<file path="config.mk">
export PLATFORM = sky130hd
export DESIGN_NAME = sample_packer_flat
export DESIGN_NICKNAME = d
export VERILOG_FILES = /design/src/design/package_data_pkg.sv /design/src/design/package_data_if.sv /design/src/design/sample_packer.sv /design/src/flat_wrapper.sv
export VERILOG_INCLUDE_DIRS = /design/src /design/src/design
export SDC_FILE = /design/constraint.sdc
export NUM_CORES = 1
export LEC_CHECK = 0
export BUFFER_PORTS_ARGS = -buffer_cell sky130_fd_sc_hd__buf_2
export CAP_MARGIN = 10
export CORE_UTILIZATION = 53
export CTS_CLUSTER_SIZE = 40
export DETAILED_ROUTE_END_ITERATION = 10
export MAX_ROUTING_LAYER = met4
export PLACE_DENSITY = 0.81
export SYNTH_ARGS = -nofsm -noshare
export SYNTH_HDL_FRONTEND = slang
export SYNTH_SLANG_ARGS = --single-unit
export TNS_END_PERCENT = 100
</file>
<file path="constraint.sdc">
create_clock -name clk -period 3.1 [get_ports clk]
set_input_delay 0.155 -clock clk [delete_from_list [all_inputs] [get_ports clk]]
set_output_delay 0.155 -clock clk [all_outputs]
set_load 0.05 [all_outputs]
</file>
<file path="src/design/package_data_defs.svh">
`ifndef PACKAGE_DATA_DEFS_SVH
`define PACKAGE_DATA_DEFS_SVH

// sample and lane geometry
`define SAMPLE_W        14
`define LANE_W          16
`define NUM_ANT         4
`define SHIFT_W         4
`define WORD_W          64

// block framing
`define BLOCK_BEATS     96
`define BEAT_IDX_W      7
`define GROUP_BEATS     8
`define NUM_GROUPS      12
`define GROUP_IDX_W     4

// cpri buffer address map
`define DATA_ADDR_FIRST 7
`define DATA_ADDR_LAST  90
`define HEADER_SLOT     3

`endif
</file>
<file path="src/design/package_data_pkg.sv">
`include "package_data_defs.svh"

package package_data_pkg;

    // fields below the padding
    localparam int HEAD_USED_W = 4 + 1 + 7 + 4 + 9 + `NUM_ANT * `SHIFT_W;
    localparam int HEAD_PAD_W  = `WORD_W - HEAD_USED_W;

    // header word, top down as it lands in the cpri buffer
    typedef struct packed {
        logic [HEAD_PAD_W-1:0]             pad;
        logic [3:0]                        ch_type;
        logic                              cell_idx;
        logic [6:0]                        slot_idx;
        logic [3:0]                        sym_idx;
        logic [8:0]                        prb_idx;
        // antenna 3 in the top nibble
        logic [`NUM_ANT-1:0][`SHIFT_W-1:0] shift;
    } block_header_t;

    // one cpri word, either the header or four packed lanes
    typedef union packed {
        block_header_t                     head;
        logic [`NUM_ANT-1:0][`LANE_W-1:0]  lanes;
    } cpri_word_u;

endpackage

</file>
<file path="src/design/package_data_if.sv">
`timescale 1ns/1ns
`include "package_data_defs.svh"

// block stream from the ping-pong buffer into the packer
interface blk_rd_if;
    import package_data_pkg::*;

    logic                               valid;
    logic                               ready;
    logic [`NUM_ANT-1:0][`SAMPLE_W-1:0] samples;
    block_header_t                      header;

    modport source (
        output valid,
        output samples,
        output header,
        input  ready
    );

    modport sink (
        input  valid,
        input  samples,
        input  header,
        output ready
    );
endinterface

// packed words into the cpri writer, always accepted
interface pack_if;
    import package_data_pkg::*;

    logic                    valid;
    logic                    slot;
    logic [`GROUP_IDX_W-1:0] group;
    cpri_word_u              word;
    block_header_t           header;

    modport source (output valid, output slot, output group, output word, output header);
    modport sink   (input  valid, input  slot, input  group, input  word, input  header);
endinterface

</file>
<file path="src/design/sample_packer.sv">
`timescale 1ns/1ns
`include "package_data_defs.svh"

module sample_packer
(
    input  logic    clk,
    input  logic    rst,
    blk_rd_if.sink  rd,
    pack_if.source  pk
);

    localparam int                      BEAT_W        = $clog2(`GROUP_BEATS);
    localparam logic [BEAT_W-1:0]       LAST_IN_GROUP = BEAT_W'(`GROUP_BEATS - 1);
    localparam logic [`GROUP_IDX_W-1:0] LAST_GROUP    = `GROUP_IDX_W'(`NUM_GROUPS - 1);

    logic [BEAT_W-1:0]                  beat_cnt;
    logic [`GROUP_IDX_W-1:0]            group_cnt;
    logic [`NUM_ANT-1:0][`SAMPLE_W-1:0] prev_samples;
    logic                               xfer;

    // eight 14-bit samples make seven 16-bit lanes
    // each beat takes 2 more bits from the current sample
    function automatic logic [`LANE_W-1:0] pack_lane(
        input logic [`SAMPLE_W-1:0] cur,
        input logic [`SAMPLE_W-1:0] prev,
        input logic [BEAT_W-1:0]    beat
    );
        logic [2*`SAMPLE_W-1:0] pair;
        logic [BEAT_W-1:0]      step;
        pair = {cur, prev};
        step = beat - BEAT_W'(1);
        if (beat == '0)
            return '0;
        pair = pair >> ((`LANE_W - `SAMPLE_W) * step);
        return pair[`LANE_W-1:0];
    endfunction

    assign rd.ready = 1'b1;
    assign xfer     = rd.valid && rd.ready;

    // ----------------------------------------------------------------------
    // beat and group position within the block
    // ----------------------------------------------------------------------

    always_ff @(posedge clk)
    begin
        if (rst)
        begin
            beat_cnt  <= '0;
            group_cnt <= '0;
            pk.valid  <= 1'b0;
        end
        else
        begin
            pk.valid <= xfer;
            if (xfer)
            begin
                if (beat_cnt == LAST_IN_GROUP)
                begin
                    beat_cnt  <= '0;
                    group_cnt <= (group_cnt == LAST_GROUP) ? '0 : group_cnt + `GROUP_IDX_W'(1);
                end
                else
                    beat_cnt <= beat_cnt + BEAT_W'(1);
            end
        end
    end

    always_ff @(posedge clk)
    begin
        if (xfer)
        begin
            prev_samples <= rd.samples;
            pk.slot      <= (beat_cnt == '0);
            pk.group     <= group_cnt;
            pk.header    <= rd.header;
            for (int a = 0; a < `NUM_ANT; a++)
                pk.word.lanes[a] <= pack_lane(rd.samples[a], prev_samples[a], beat_cnt);
        end
    end

    // the writer has no back-pressure so a block must stream unbroken
    assert property (@(posedge clk) disable iff (rst)
        (xfer && !(beat_cnt == LAST_IN_GROUP && group_cnt == LAST_GROUP)) |=> rd.valid);

endmodule

</file>
<file path="src/flat_wrapper.sv">
// flat-port wrapper written by rule: the top's interface ports become plain ports
module sample_packer_flat 
  (clk, rst, rd_valid, rd_samples, rd_header, rd_ready, pk_valid, pk_slot, pk_group, pk_word, pk_header);
  blk_rd_if rd_i ();
  pack_if pk_i ();
  input  logic clk;
  input  logic rst;
  input wire logic [$bits(rd_i.valid)-1:0] rd_valid;
  input wire logic [$bits(rd_i.samples)-1:0] rd_samples;
  input wire logic [$bits(rd_i.header)-1:0] rd_header;
  output wire logic [$bits(rd_i.ready)-1:0] rd_ready;
  output wire logic [$bits(pk_i.valid)-1:0] pk_valid;
  output wire logic [$bits(pk_i.slot)-1:0] pk_slot;
  output wire logic [$bits(pk_i.group)-1:0] pk_group;
  output wire logic [$bits(pk_i.word)-1:0] pk_word;
  output wire logic [$bits(pk_i.header)-1:0] pk_header;
  assign rd_i.valid = rd_valid;
  assign rd_i.samples = rd_samples;
  assign rd_i.header = rd_header;
  assign rd_ready = rd_i.ready;
  assign pk_valid = pk_i.valid;
  assign pk_slot = pk_i.slot;
  assign pk_group = pk_i.group;
  assign pk_word = pk_i.word;
  assign pk_header = pk_i.header;
  sample_packer u_core (.clk(clk), .rst(rst), .rd(rd_i), .pk(pk_i));
endmodule
</file>
Word level (Yosys, flattened, before mapping):

Cells that the tools add are included.

* output and inout port bits: 135
* logic and storage cells: 40
* bits of input ports: 123
* bits in registers: 197

* add/subtract/negate cells: 3
* shift operators: 4
* muxes and demuxes: 9
* reductions and logical operators: 2
* equal/unequal tests: 2

Operator list (count)
* 28-bit by 4-bit >> shifter with 16-bit output: 4
* 16-bit 2-to-1 mux: 5
* 4-bit by 1-bit adder with 4-bit output, second input constant: 1
* 4-bit equality test, second input constant: 1
* 4-bit 2-to-1 mux: 1
* 3-bit by 1-bit adder with 3-bit output, second input constant: 1
* 3-bit equality test, second input constant: 1
* 3-bit zero test: 1
* 3-bit 2-to-1 mux: 1
* 3-bit by 1-bit subtractor with 3-bit output, second input constant: 1
* 1-bit 2-to-1 mux: 2
* 2-bit AND reduction: 1

Longest topological paths before layout:

* depth after elaboration: 4
* gate-level depth with buffers: 10
* mapped depth without buffers: 5

Worst setup path after synthesis:

Ideal clock, no wire load.

* kind: register to register
* from: reg u_core.beat_cnt[0]
* to: reg u_core.pk.word[50] (data pin)
* setup time: 0.270 ns
* arrival: 2.142 ns
* path buffers: 5
* slack: 0.688 ns
* stages on the path, launching flop included: 11
* cell sequence: dfxtp_1 buf_4 clkinv_1 clkbuf_1 ha_1 buf_6 buf_12 buf_12 mux2_4 mux2i_1 o32ai_1

* word-level cells in the longest chain between the ends: 4
* elaborated cells between the ends (all ways): 6
* those cells by class: add/sub: 1; shift: 1; mux: 3; reduce/logical: 1

RTL lines
* start: declaration: RTL line sample_packer.sv:16 `logic [BEAT_W-1:0] beat_cnt;`
* start signal: assignment: RTL line sample_packer.sv:64 `beat_cnt <= beat_cnt + BEAT_W'(1);`
* parallel branches: the longest is 3 deep, another holds 3-bit by 1-bit subtractor with 3-bit output
* 16-bit 2-to-1 mux (*): RTL line sample_packer.sv:34 `` pair = pair >> ((`LANE_W - `SAMPLE_W) * step); ``
* end: declaration: RTL line package_data_if.sv:38 `modport source (output valid, output slot, output group, output word, output header);`

Mark *: on every way between the ends. The select of a mux whose other input is x is not followed.
A chain may end at the register's enable or synchronous reset.

Final worst setup path:

* from: reg u_core.beat_cnt[1]
* to: reg u_core.pk.word[47] (data pin)

Same word-level chain as after synthesis.

==> reports/metrics.cfg <==
[global_routing]
grt_pass1_wl_um = 37410
grt.busiest_layer = met2
globalRouteMet3Util = 0.04452
antenna_found_initial = 0
grt_pass1_vias = 6806
grt_max_degree = 81
grtUsageMet1 = 0.3261
grt_remaining_overflow = 0
use_met2 = 0.5107
grtUsageTotal = 0.2872

[power_and_ir_drop]
p_leak_nw = 4.961
powerDensity_nw_per_um2 = 628.7
finalPower_mw = 7.770
ir_worst_vdd_mv = 0.4221

[detailed_routing]
wl_um = 24400
viasPerCell = 5.693
avgRoutedWirePerCell_um = 20.63
drt_iter0_markers = 536
firstDrtPassIters = 4
vias = 6735
drc = 0
ant_nets = 0

[sta]
grt_setup_unrepaired = no
slew_viol_final = 0
tightest_slew_ns = 1.050
slew_headroom = 0.2986
period_minus_slack_ns = 2.250
setup_tns_ns = 0
finClkSkew_ns = 0.01161
fin_crit_sh = 0.7257
finalSetupViolations = 0
clock.fmax_mhz = 444.5
finalHoldViolCount = 0

[synthesis]
synth_edf_count = 189
seq_area_frac_synth = 0.6372
async_reset_ff_frac = 0
yosys.area.top_type_share = 0.6198
synth_area_leaders = edfxtp_1 (62%), mux2_2 (5.5%), mux2_4 (3.9%)
ys_types = 37
syn_inst = 588
synthTopCellsByCount = edfxtp_1 (189), nor2_1 (66), mux2_2 (45)
ys_ff_latch = 197
yosysWarnings = 0
synthesis.area_sq_um = 9158
yosysMostFrequentCell = edfxtp_1
post_synth.cell_area_avg_sq_um = 15.57
ys.flop_type = edfxtp_1
yosys.area.top_type = edfxtp_1
syn_nets = 716

[setup_path]
required_ns = 3.23
critPathCapture = u_core.pk.word[47]
crit_type = reg2reg
timing.rr.end = u_core.pk.word[47]
reg2reg_from = u_core.beat_cnt[1]
max_stage_delay_ns = 0.42
timing.critical_path.max_delay_family = multiplexers
slowest_stage = mux2_2
endpoint_kind = register
cp.arrival_ns = 2.38
cp.depth = 6
ff2ff_path_depth = 6
cp_cell_sequence = inv_1 -> ha_4 -> buf_12 -> mux2_2 -> mux2i_1 -> a211oi_1
start_kind = register
r2r_setup_slack_ns = 0.85
crit_buf_inv = 2
crit_path_start = u_core.beat_cnt[1]
path_max_fanout = 80

[final_layout]
fillers = 1016
n_antenna_cell = 0
stdcell_area_sq_um = 12360
area_delta_synth_final_pct = 34.95
layout-drive-gt1-share = 0.4081
nNetsFinal = 1079

[floorplan]
die_h_um = 133.4
die_w_um = 133.4
ioPinCount = 258
die-area_sq_um = 17810
placementRows = 47
core-area_sq_um = 16700
initial_core_util = 0.5483

[run]
maxCapViolations = 0

[cts]
clock_latency_ns = 0.44
clockBufferDepth = 2
post_cts_buffers = 0
numCtsBuffers = 17
cts-root-buf = clkbuf_16
clkTransAtPathRegs_ns = 0.07
cts_tree = yes
clock-sinks = 197
cts-htree-levels = 4

[worst_hold_path]
worstHoldPathType = in2reg

[placed_design]
dpl.hpwl_um = 14530
place_area_sq_um = 10560
gp_congestion = 0.8407
port_buffers = 256

[outcome]
outcome = completed

[where the power goes]
group / internal (mW) / total, mW / switching, mW / leakage [nW]
Sequential: 3.22 / 3.31 / 0.0903 / 1.95
Combinational: 0.784 / 2.21 / 1.42 / 2.73
Clock: 1.21 / 2.25 / 1.04 / 0.289
Total: 5.22 / 7.77 / 2.55 / 4.96
[cell families (layout without fill, tap and decap cells)]
group	after synthesis	count (layout)	synth area share
flip-flops	197	197	0.6372
multiplexers	122	122	0.1749
AO/OA/AOI/OAI	97	97	0.08280
AND/OR/NAND/NOR	96	96	0.04645
buffers and inverters	67	442	0.04768
adder cells (fa/ha/maj)	5	5	0.006832
XOR/XNOR	3	3	0.003690
other	1	1	0.0004095
[area by class of cell]
class	count	area, sq um	share of cell area
Clock buffer	17	425.4	0.03442
Tap cell	220	275.3	0.02227
Clock inverter	14	167.7	0.01357
Sequential cell	197	5839	0.4725
Inverter	20	75.07	0.006075
Multi-Input combinational cell	324	2922	0.2364
Timing Repair Buffer	391	2654	0.2147
[worst min-delay path by stage]
stage,start,to,slack (ns),cells after the start
final,rst,u_core.group_cnt[0],0.02,2
after global routing,rst,u_core.group_cnt[1],0.03,2
after CTS,rst,u_core.group_cnt[0],0.02,2
after detailed placement,rd_header[5],u_core.pk.header[5],0.33,1
after global placement,rd_header[26],u_core.pk.header[26],0.33,1
after floorplan,rd_header[0],u_core.pk.header[0],0.25,0
[state kept, by name, indices dropped and copies added, names as in the netlist]
name                 cells
u_core.pk.header        64
u_core.pk.word          64
u_core.prev_samples     56
u_core.group_cnt         4
u_core.pk.group          4
u_core.beat_cnt          3
u_core.pk.slot           1
u_core.pk.valid          1
[worst reg2reg max path, delay by kind of cell, from the launching register on]
family / cells / cell delay, ns
buf+inv: 2 / 0.46
compound gates: 1 / 0.13
fa+ha+maj: 1 / 0.31
mux: 2 / 0.69
flops: 1 / 0.38
[stage by stage]
step	setup slack (ns)	cells	hold slack, ns	util
global placement	0.9929	1032	0.3315	0.6325
global route	0.7355	1183	0.02735	0.7400
detailed placement	0.8939	1032	0.3334	0.6325
CTS	0.8903	1183	0.02064	0.7400
finish	0.8502	1183	0.02408	0.7400
floorplan	0.6880	588	0.2539	-
[metal layers]
layer | wire length, um | share of wire
met2 | 12930 | 0.53
met3 | 1485 | 0.061
met4 | 673 | 0.028
met5 | 0 | 0
met1 | 9311 | 0.38
[layout by cell type (no fill, tap or decap), drive strengths merged, types with 3 or more instances in the layout]
| master | Yosys | layout |
|---|---|---|
| edfxtp | 189 | 189 |
| mux2i | 34 | 34 |
| nand2 | 4 | 4 |
| dlygate4sd3 | 0 | 120 |
| buf | 37 | 270 |
| clkinv | 1 | 5 |
| nor3 | 3 | 3 |
| mux2 | 72 | 72 |
| ha | 5 | 5 |
| a211oi | 24 | 24 |
| a21oi | 4 | 4 |
| clkbuf | 10 | 18 |
| dfxtp | 8 | 8 |
| inv | 19 | 26 |
| nor2 | 66 | 66 |
| nor2b | 19 | 19 |
| o32ai | 40 | 40 |
| o22ai | 16 | 16 |
| a221oi | 8 | 8 |
| mux4 | 16 | 16 |
[repair_timing]
item | in CTS | in global routing
resized for setup | 0 | 0
setup endpoints to repair | 0 | 0
endpoints found under the hold margin | 120 | 0
hold buffers | 120 | 0
(Power assumes the default switching activity.)
