[config.mk]
export PLATFORM = sky130hd
export DESIGN_NAME = cpri_writer_flat
export DESIGN_NICKNAME = d
export VERILOG_FILES = /design/src/design/package_data_pkg.sv /design/src/design/package_data_if.sv /design/src/design/cpri_writer.sv /design/src/flat_wrapper.sv
export VERILOG_INCLUDE_DIRS = /design/src /design/src/design
export SDC_FILE = /design/constraint.sdc
export NUM_CORES = 1
export LEC_CHECK = 0
export ABC_AREA = 0
export BUFFER_PORTS_ARGS = -buffer_cell sky130_fd_sc_hd__buf_2
export CAP_MARGIN = 20
export CORE_AREA = 2 2 81 121
export CTS_BUF_LIST = sky130_fd_sc_hd__clkbuf_16
export DETAILED_ROUTE_END_ITERATION = 8
export DIE_AREA = 0 0 83 123
export GPL_TIMING_DRIVEN = 0
export HOLD_SLACK_MARGIN = 0.06
export PLACE_DENSITY = 0.87
export SYNTH_ARGS = -nofsm -noshare
export SYNTH_HDL_FRONTEND = slang
export SYNTH_SLANG_ARGS = --single-unit
[constraint.sdc]
create_clock -name clk -period 1.25 [get_ports clk]
set_input_delay 0.125 -clock clk [delete_from_list [all_inputs] [get_ports clk]]
set_output_delay 0.125 -clock clk [all_outputs]
set_load 0.02 [all_outputs]
[src/design/package_data_defs.svh]
`ifndef PACKAGE_DATA_DEFS_SVH
`define PACKAGE_DATA_DEFS_SVH

// sample and lane geometry
`define SAMPLE_W        14
`define LANE_W          16
`define NUM_ANT         4
`define SHIFT_W         4
`define WORD_W          64

// block framing
`define BLOCK_BEATS     96
`define BEAT_IDX_W      7
`define GROUP_BEATS     8
`define NUM_GROUPS      12
`define GROUP_IDX_W     4

// cpri buffer address map
`define DATA_ADDR_FIRST 7
`define DATA_ADDR_LAST  90
`define HEADER_SLOT     3

`endif
[src/design/package_data_pkg.sv]
`include "package_data_defs.svh"

package package_data_pkg;

    // fields below the padding
    localparam int HEAD_USED_W = 4 + 1 + 7 + 4 + 9 + `NUM_ANT * `SHIFT_W;
    localparam int HEAD_PAD_W  = `WORD_W - HEAD_USED_W;

    // header word, top down as it lands in the cpri buffer
    typedef struct packed {
        logic [HEAD_PAD_W-1:0]             pad;
        logic [3:0]                        ch_type;
        logic                              cell_idx;
        logic [6:0]                        slot_idx;
        logic [3:0]                        sym_idx;
        logic [8:0]                        prb_idx;
        // antenna 3 in the top nibble
        logic [`NUM_ANT-1:0][`SHIFT_W-1:0] shift;
    } block_header_t;

    // one cpri word, either the header or four packed lanes
    typedef union packed {
        block_header_t                     head;
        logic [`NUM_ANT-1:0][`LANE_W-1:0]  lanes;
    } cpri_word_u;

endpackage

[src/design/package_data_if.sv]
`timescale 1ns/1ns
`include "package_data_defs.svh"


// packed words into the cpri writer, always accepted
interface pack_if;
    import package_data_pkg::*;

    logic                    valid;
    logic                    slot;
    logic [`GROUP_IDX_W-1:0] group;
    cpri_word_u              word;
    block_header_t           header;

    modport source (output valid, output slot, output group, output word, output header);
    modport sink   (input  valid, input  slot, input  group, input  word, input  header);
endinterface

[src/design/cpri_writer.sv]
`timescale 1ns/1ns
`include "package_data_defs.svh"

module cpri_writer
(
    input  logic                   clk,
    input  logic                   rst,
    pack_if.sink                   pk,
    output logic                   o_cpri_wen,
    output logic [`BEAT_IDX_W-1:0] o_cpri_waddr,
    output logic [`WORD_W-1:0]     o_cpri_wdata,
    output logic                   o_cpri_wlast
);

    import package_data_pkg::*;

    localparam logic [`BEAT_IDX_W-1:0]  ADDR_FIRST = `BEAT_IDX_W'(`DATA_ADDR_FIRST);
    localparam logic [`BEAT_IDX_W-1:0]  ADDR_LAST  = `BEAT_IDX_W'(`DATA_ADDR_LAST);
    localparam logic [`BEAT_IDX_W-1:0]  DATA_WORDS =
        `BEAT_IDX_W'(`DATA_ADDR_LAST - `DATA_ADDR_FIRST + 1);
    localparam logic [`GROUP_IDX_W-1:0] HEAD_GROUP = `GROUP_IDX_W'(`HEADER_SLOT);
    localparam logic [`GROUP_IDX_W-1:0] LAST_GROUP = `GROUP_IDX_W'(`NUM_GROUPS - 1);

    logic [`BEAT_IDX_W-1:0] slot_addr;
    logic [`BEAT_IDX_W-1:0] data_addr;
    cpri_word_u             wdata_q;

    // ----------------------------------------------------------------------
    // address map
    // ----------------------------------------------------------------------

    // groups 0..6 below the data area, 7..11 above it
    always_comb
    begin
        slot_addr = `BEAT_IDX_W'(pk.group);
        if (slot_addr >= ADDR_FIRST)
            slot_addr = slot_addr + DATA_WORDS;
    end

    always_ff @(posedge clk)
    begin
        if (rst)
        begin
            o_cpri_wen   <= 1'b0;
            o_cpri_wlast <= 1'b0;
            data_addr    <= ADDR_FIRST;
        end
        else
        begin
            o_cpri_wen   <= pk.valid;
            o_cpri_wlast <= pk.valid && !pk.slot && (pk.group == LAST_GROUP)
                            && (data_addr == ADDR_LAST);
            // realign on every block start
            if (pk.valid && pk.slot && (pk.group == '0))
                data_addr <= ADDR_FIRST;
            else if (pk.valid && !pk.slot)
                data_addr <= data_addr + `BEAT_IDX_W'(1);
        end
    end

    // ----------------------------------------------------------------------
    // write data, header goes out on the slot word of its group
    // ----------------------------------------------------------------------

    always_ff @(posedge clk)
    begin
        if (pk.valid)
        begin
            if (pk.slot)
            begin
                o_cpri_waddr <= slot_addr;
                wdata_q.head <= (pk.group == HEAD_GROUP) ? pk.header : '0;
            end
            else
            begin
                o_cpri_waddr <= data_addr;
                wdata_q      <= pk.word;
            end
        end
    end

    assign o_cpri_wdata = wdata_q;

    // data words must stay between the two slot areas
    assert property (@(posedge clk) disable iff (rst)
        (pk.valid && !pk.slot) |-> (data_addr >= ADDR_FIRST && data_addr <= ADDR_LAST));

endmodule

[src/flat_wrapper.sv]
// flat-port wrapper written by rule: the top's interface ports become plain ports
module cpri_writer_flat import package_data_pkg::*;
  (clk, rst, o_cpri_wen, o_cpri_waddr, o_cpri_wdata, o_cpri_wlast, pk_valid, pk_slot, pk_group, pk_word, pk_header);
  pack_if pk_i ();
  input  logic clk;
  input  logic rst;
  output logic o_cpri_wen;
  output logic [`BEAT_IDX_W-1:0] o_cpri_waddr;
  output logic [`WORD_W-1:0] o_cpri_wdata;
  output logic o_cpri_wlast;
  input wire logic [$bits(pk_i.valid)-1:0] pk_valid;
  input wire logic [$bits(pk_i.slot)-1:0] pk_slot;
  input wire logic [$bits(pk_i.group)-1:0] pk_group;
  input wire logic [$bits(pk_i.word)-1:0] pk_word;
  input wire logic [$bits(pk_i.header)-1:0] pk_header;
  assign pk_i.valid = pk_valid;
  assign pk_i.slot = pk_slot;
  assign pk_i.group = pk_group;
  assign pk_i.word = pk_word;
  assign pk_i.header = pk_header;
  cpri_writer u_core (.clk(clk), .rst(rst), .pk(pk_i), .o_cpri_wen(o_cpri_wen), .o_cpri_waddr(o_cpri_waddr), .o_cpri_wdata(o_cpri_wdata), .o_cpri_wlast(o_cpri_wlast));
endmodule
### Word-level counts from Yosys, hierarchy flattened

Cells that the tools add are included.

| operators by class | value |
|---|---|
| divide/modulo/power cells | 0 |
| magnitude comparators | 1 |
| bitwise gates (word level) | 0 |
| reduce and logical (&&, ||, !) cells | 8 |
| eq/ne operators | 3 |
| shifts and indexed selects | 0 |
| muxes and demuxes | 4 |
| add/subtract/negate cells | 2 |
| multipliers | 0 |

Operators by type and width:

| kind | count |
|---|---|
| $mux W64 | 2 |
| $mux W7 | 2 |
| $add A4 B7 Y7 const B | 1 |
| $add A7 B1 Y7 const B | 1 |
| $eq A7 B7 Y1 const B | 1 |
| $logic_and A1 B1 Y1 | 5 |
| $eq A4 B2 Y1 const B | 1 |
| $eq A4 B4 Y1 const B | 1 |
| $ge A4 B3 Y1 const B | 1 |
| $logic_not A4 Y1 | 1 |
| $reduce_or A2 Y1 | 1 |
| $logic_not A1 Y1 | 1 |

| storage, ports and cells | value |
|---|---|
| memories kept | 0 |
| ROM bits | 0 |
| latch bits | 0 |
| output and inout bits | 73 |
| bits in writable memories | 0 |
| register bits | 80 |

### Logic depth before layout (Yosys ltp)

| logic depth | value |
|---|---|
| word-level depth | 4 |
| gate-level depth with buffers | 7 |

### Least setup slack after synthesis

Ideal clock, no wire load.

| path | value |
|---|---|
| path type | input port to flip-flop |
| start | input pk_group[2] |
| end | register u_core.wdata_q, in the netlist u_core.o_cpri_wdata[58] (data pin) |
| data arrival time | 0.988 ns |
| setup slack | -0.006 ns |
| required time | 0.982 ns |
| setup time | 0.268 ns |
| stages on the path | 7 |
| cells stage by stage | inv_1 -> ha_1 -> and4_1 -> buf_2 -> buf_2 -> nand2_1 -> o21ai_0 |

| between the ends | value |
|---|---|
| word-level cells in the longest chain between the ends | 3 |

RTL lines:

| what | RTL line | source |
|---|---|---|
| start: declaration | flat_wrapper.sv:13 | `input wire logic [$bits(pk_i.group)-1:0] pk_group;` |
| $eq A4 B2 Y1 | cpri_writer.sv:72 | `wdata_q.head <= (pk.group == HEAD_GROUP) ? pk.header : '0;` |
| $mux W64 | cpri_writer.sv:72 |  |
| $mux W64 | cpri_writer.sv:69 | `if (pk.slot)` |
| end signal: assignment | cpri_writer.sv:77 | `wdata_q <= pk.word;` |
| end: declaration | cpri_writer.sv:26 | `cpri_word_u wdata_q;` |

Every way passes these cells.
A chain may end at the register's enable or synchronous reset.

### Worst setup path after layout

| path | value |
|---|---|
| start | register u_core.data_addr[0] |
| end | register u_core.data_addr[6] |

| between the ends | value |
|---|---|
| word-level cells in the longest chain between the ends | 1 |

RTL lines:

| what | RTL line | source |
|---|---|---|
| start: declaration | cpri_writer.sv:25 | `` logic [`BEAT_IDX_W-1:0] data_addr; `` |
| start signal: assignment | cpri_writer.sv:57 | `` data_addr <= data_addr + `BEAT_IDX_W'(1); `` |
| $add A7 B1 Y7 | cpri_writer.sv:57 |  |

Every way passes these cells.

==> flow_summary_export.csv <==
group,metric,value,unit
run_status,status,"complete, but fails checks",
run_status,violations,"negative setup slack",
logic_synthesis,syn_area,3573,µm²
floorplan,dieHeight,123,µm
floorplan,initial_core_util,38.84,%
global_route,grt_util_all_layers,18.64,%
cells_and_area,final_area,5177,µm²
run,maxCapViolations,0,
logic_synthesis,synthesis.instances,346,
setup_path,cp-end-kind,"flop",
clocking,htreeDepth,3,
clocking,clk_latency,0.32,ns
drt,postRouteAntennaNets,0,
floorplan,num_rows,43,
sta,relSlewSlack,69.00,%
worst_hold_path,hold_class,"in -> reg",
sta,hold_violations,0,
place,place_area,4757,µm²
global_route,antenna_found_initial,0,
logic_synthesis,netlist_top_cells_area,"edfxtp_1 (60%), o21ai_0 (9.8%), inv_1 (7.6%)",
setup_path,critPathKind,"reg -> reg",
logic_synthesis,ys_seq_area_share,64.71,%
logic_synthesis,yosys_register_bits,80,
global_route,grt_overflow,0,
place,hpwl,7466,µm
cells_and_area,utilization,56.28,%
setup_path,cp-start-kind,"flop",
clocking,cts.path.max_buffers,2,
floorplan,ios,209,
global_route,grt_max_degree,77,
sta,fin_ws,-0.01079,ns
logic_synthesis,synth_common_cells,"inv_1 (72), edfxtp_1 (71), o21ai_0 (70), nand2_1 (68), dfxtp_1 (9)",
logic_synthesis,syn_area_per_cell,10.33,µm²
cells_and_area,diodes,0,
sta,slew_viol_final,0,
logic_synthesis,synth_cell_type_count,30,
drt,drt_iter0_markers,170,
drt,routedWlPerCell,14.38,µm
sta,worst_slew_pin_slew,0.4649,ns
cells_and_area,drive_gt1_share,42.68,%
logic_synthesis,muxShareOfSynthArea,1.190,%
clocking,cts_tree,"yes",
sta,setup_viol,1,
floorplan,coreArea,9200,µm²
drt,viasPerCell,4.751,
logic_synthesis,synth_xor_area_share,0.2451,%
logic_synthesis,synth_fa_ha_area_share,2.101,%
global_route,grt_pass1_vias,3171,
setup_path,cp.arrival,1.52,ns
drt,wirelength,9868,µm
logic_synthesis,yosysTopAreaCell,"edfxtp_1",
clocking,clkTransAtPathRegs,0.06,ns
sta,finalClockSkew,0.001288,ns
place,port_buffers,208,
floorplan,die_area,10210,µm²
place,gp_congestion,0.8921,
logic_synthesis,synth-simple-area-share,10.05,%
setup_path,worstPathRequired,1.51,ns
drt,drcViolationCount,0,
sta,final.min_clock_period,1.261,ns
logic_synthesis,synth_most_common_cell,"inv_1",
drt,drtPass1Iterations,5,
clocking,cts_made_buffers,9,
sta,fmax,793.2,MHz
clocking,clock_sink_count,80,
setup_path,cp_max_fo,4,
floorplan,die_x,83,µm
logic_synthesis,synth-compound-area-share,12.08,%
cells_and_area,nNetsFinal,711,
sta,rsz0062_at_grt,"true",
pwr,powerDensity,1339,nW/µm²
pwr,leakage,2.465,nW
logic_synthesis,ys_warn_count,0,
clocking,root_buffer,"clkbuf_16",
cells_and_area,syn_to_final_growth,44.89,%
logic_synthesis,synth_ff_type,"edfxtp_1",
logic_synthesis,synth_edf_count,71,
logic_synthesis,synth_top_cell_area_share,59.66,%
pwr,vdd_drop_max,0.8159,mV
sta,min_period_over_period,100.9,%
drt,num_vias,3259,
global_route,grt_pass1_wl,14840,µm
logic_synthesis,async_reset_ff_share,0,%
logic_synthesis,synth_top_family_by_area,"compound AO/OA/AOI/OAI gates",
logic_synthesis,synthesis.nets,488,
-- registers in the layout (all words and copies together), names as in the netlist --
signal and flops:
u_core.o_cpri_waddr 7, u_core.o_cpri_wdata 64, u_core.o_cpri_wen 1, u_core.o_cpri_wlast 1, u_core.data_addr 7
-- cell usage in the layout, fill, tap and decap left out, types with 2 or more instances in the layout --
cell type,Yosys,final
buf_2,8,208
inv_1,72,73
edfxtp_1,71,71
nand2_1,68,68
o21ai_0,70,63
clkbuf_16,0,9
buf_4,1,7
clkbuf_1,7,7
o21ai_1,0,7
dfxtp_1,9,5
buf_6,0,4
ha_1,6,4
dfxtp_2,0,4
nor2_1,3,3
a21oi_1,4,3
or3_1,3,3
mux2_2,2,2
o22ai_1,2,2
mux2i_1,2,2
nand4b_1,2,2
nand3_1,3,2
bufinv_16,0,2
-- critical path: stages, from the launching register on --
cell	delay (ns)
dfxtp_2	0.35
ha_4	0.13
nand4b_1	0.17
or3_1	0.39
a21oi_2	0.15
-- worst paths after layout --
check             depth (start not counted)  slack (ns)                              from                           endpoint
setup / recovery                          4       -0.01  u_core.data_addr[0]$_SDFFE_PP1P_   u_core.data_addr[6]$_SDFFE_PP0P_
setup reg to reg                          4       -0.01  u_core.data_addr[0]$_SDFFE_PP1P_   u_core.data_addr[6]$_SDFFE_PP0P_
hold / removal                            3        0.07                     pk_header[15]  u_core.o_cpri_wdata[15]$_DFFE_PP_
hold reg to reg                           2        0.53  u_core.data_addr[4]$_SDFFE_PP0P_   u_core.data_addr[4]$_SDFFE_PP0P_
-- power breakdown --
group / total (W) / internal, W / switching, W
Combinational: 0.000995 / 0.000391 / 0.000604
Sequential: 0.00320 / 0.00314 / 0.0000593
Clock: 0.00273 / 0.00173 / 0.00100
Total: 0.00693 / 0.00527 / 0.00166
-- stage by stage --
stage	hold slack [ns]	TNS (ns)	cells	total power (W)	worst slack (ns)
3_3_place_gp	0.3464	-64.58	666	0.004193	-1.095
5_1_grt	0.06888	-0.07849	686	0.007191	-0.04794
6_report	0.06938	-0.01079	686	0.006931	-0.01079
2_1_floorplan	0.1966	-0.2728	346	0.003706	-0.005517
4_1_cts	0.06115	-0.007361	686	0.006967	-0.007361
3_5_place_dp	0.3566	-27.80	666	0.004223	-0.5990
-- layer usage --
layer	share of wire, %	track usage, %	wire length (µm)	vias to the layer above
li1	-	-	-	1592
met1	38	20.26	3745	1492
met2	53	33.92	5255	147
met3	5.5	4.139	539	28
met4	3.3	9.836	327	0
met5	0	0	0	-
-- logic make-up after synthesis --
family                     after synthesis
AOI/OAI and AO/OA                       82
xor gates and xnor gates                 1
adders and majority gates                6
buffers and inverters                   88
DFF                                     80
muxes                                    4
and+or+nand+nor                         85
-- cell type report --
cell class              instances  area, µm²
inverters                      72      270.3
flip-flops and latches         80       2317
clock inverters                 7      88.84
plain buffers                  16      106.4
multi-input cells             178      940.9
repair buffers                212       1089
fillers                       779       4023
clock buffers                   9      225.2
well taps                     112      140.1
-- timing repair --
item	CTS	global route
setup buffers	3	0
setup endpoints to repair	59	63
resized for setup	13	20
hold endpoints to repair	2	0
hold buffers	1	0
pin swaps	3	2
No activity file was read; power rests on OpenSTA's default activity.
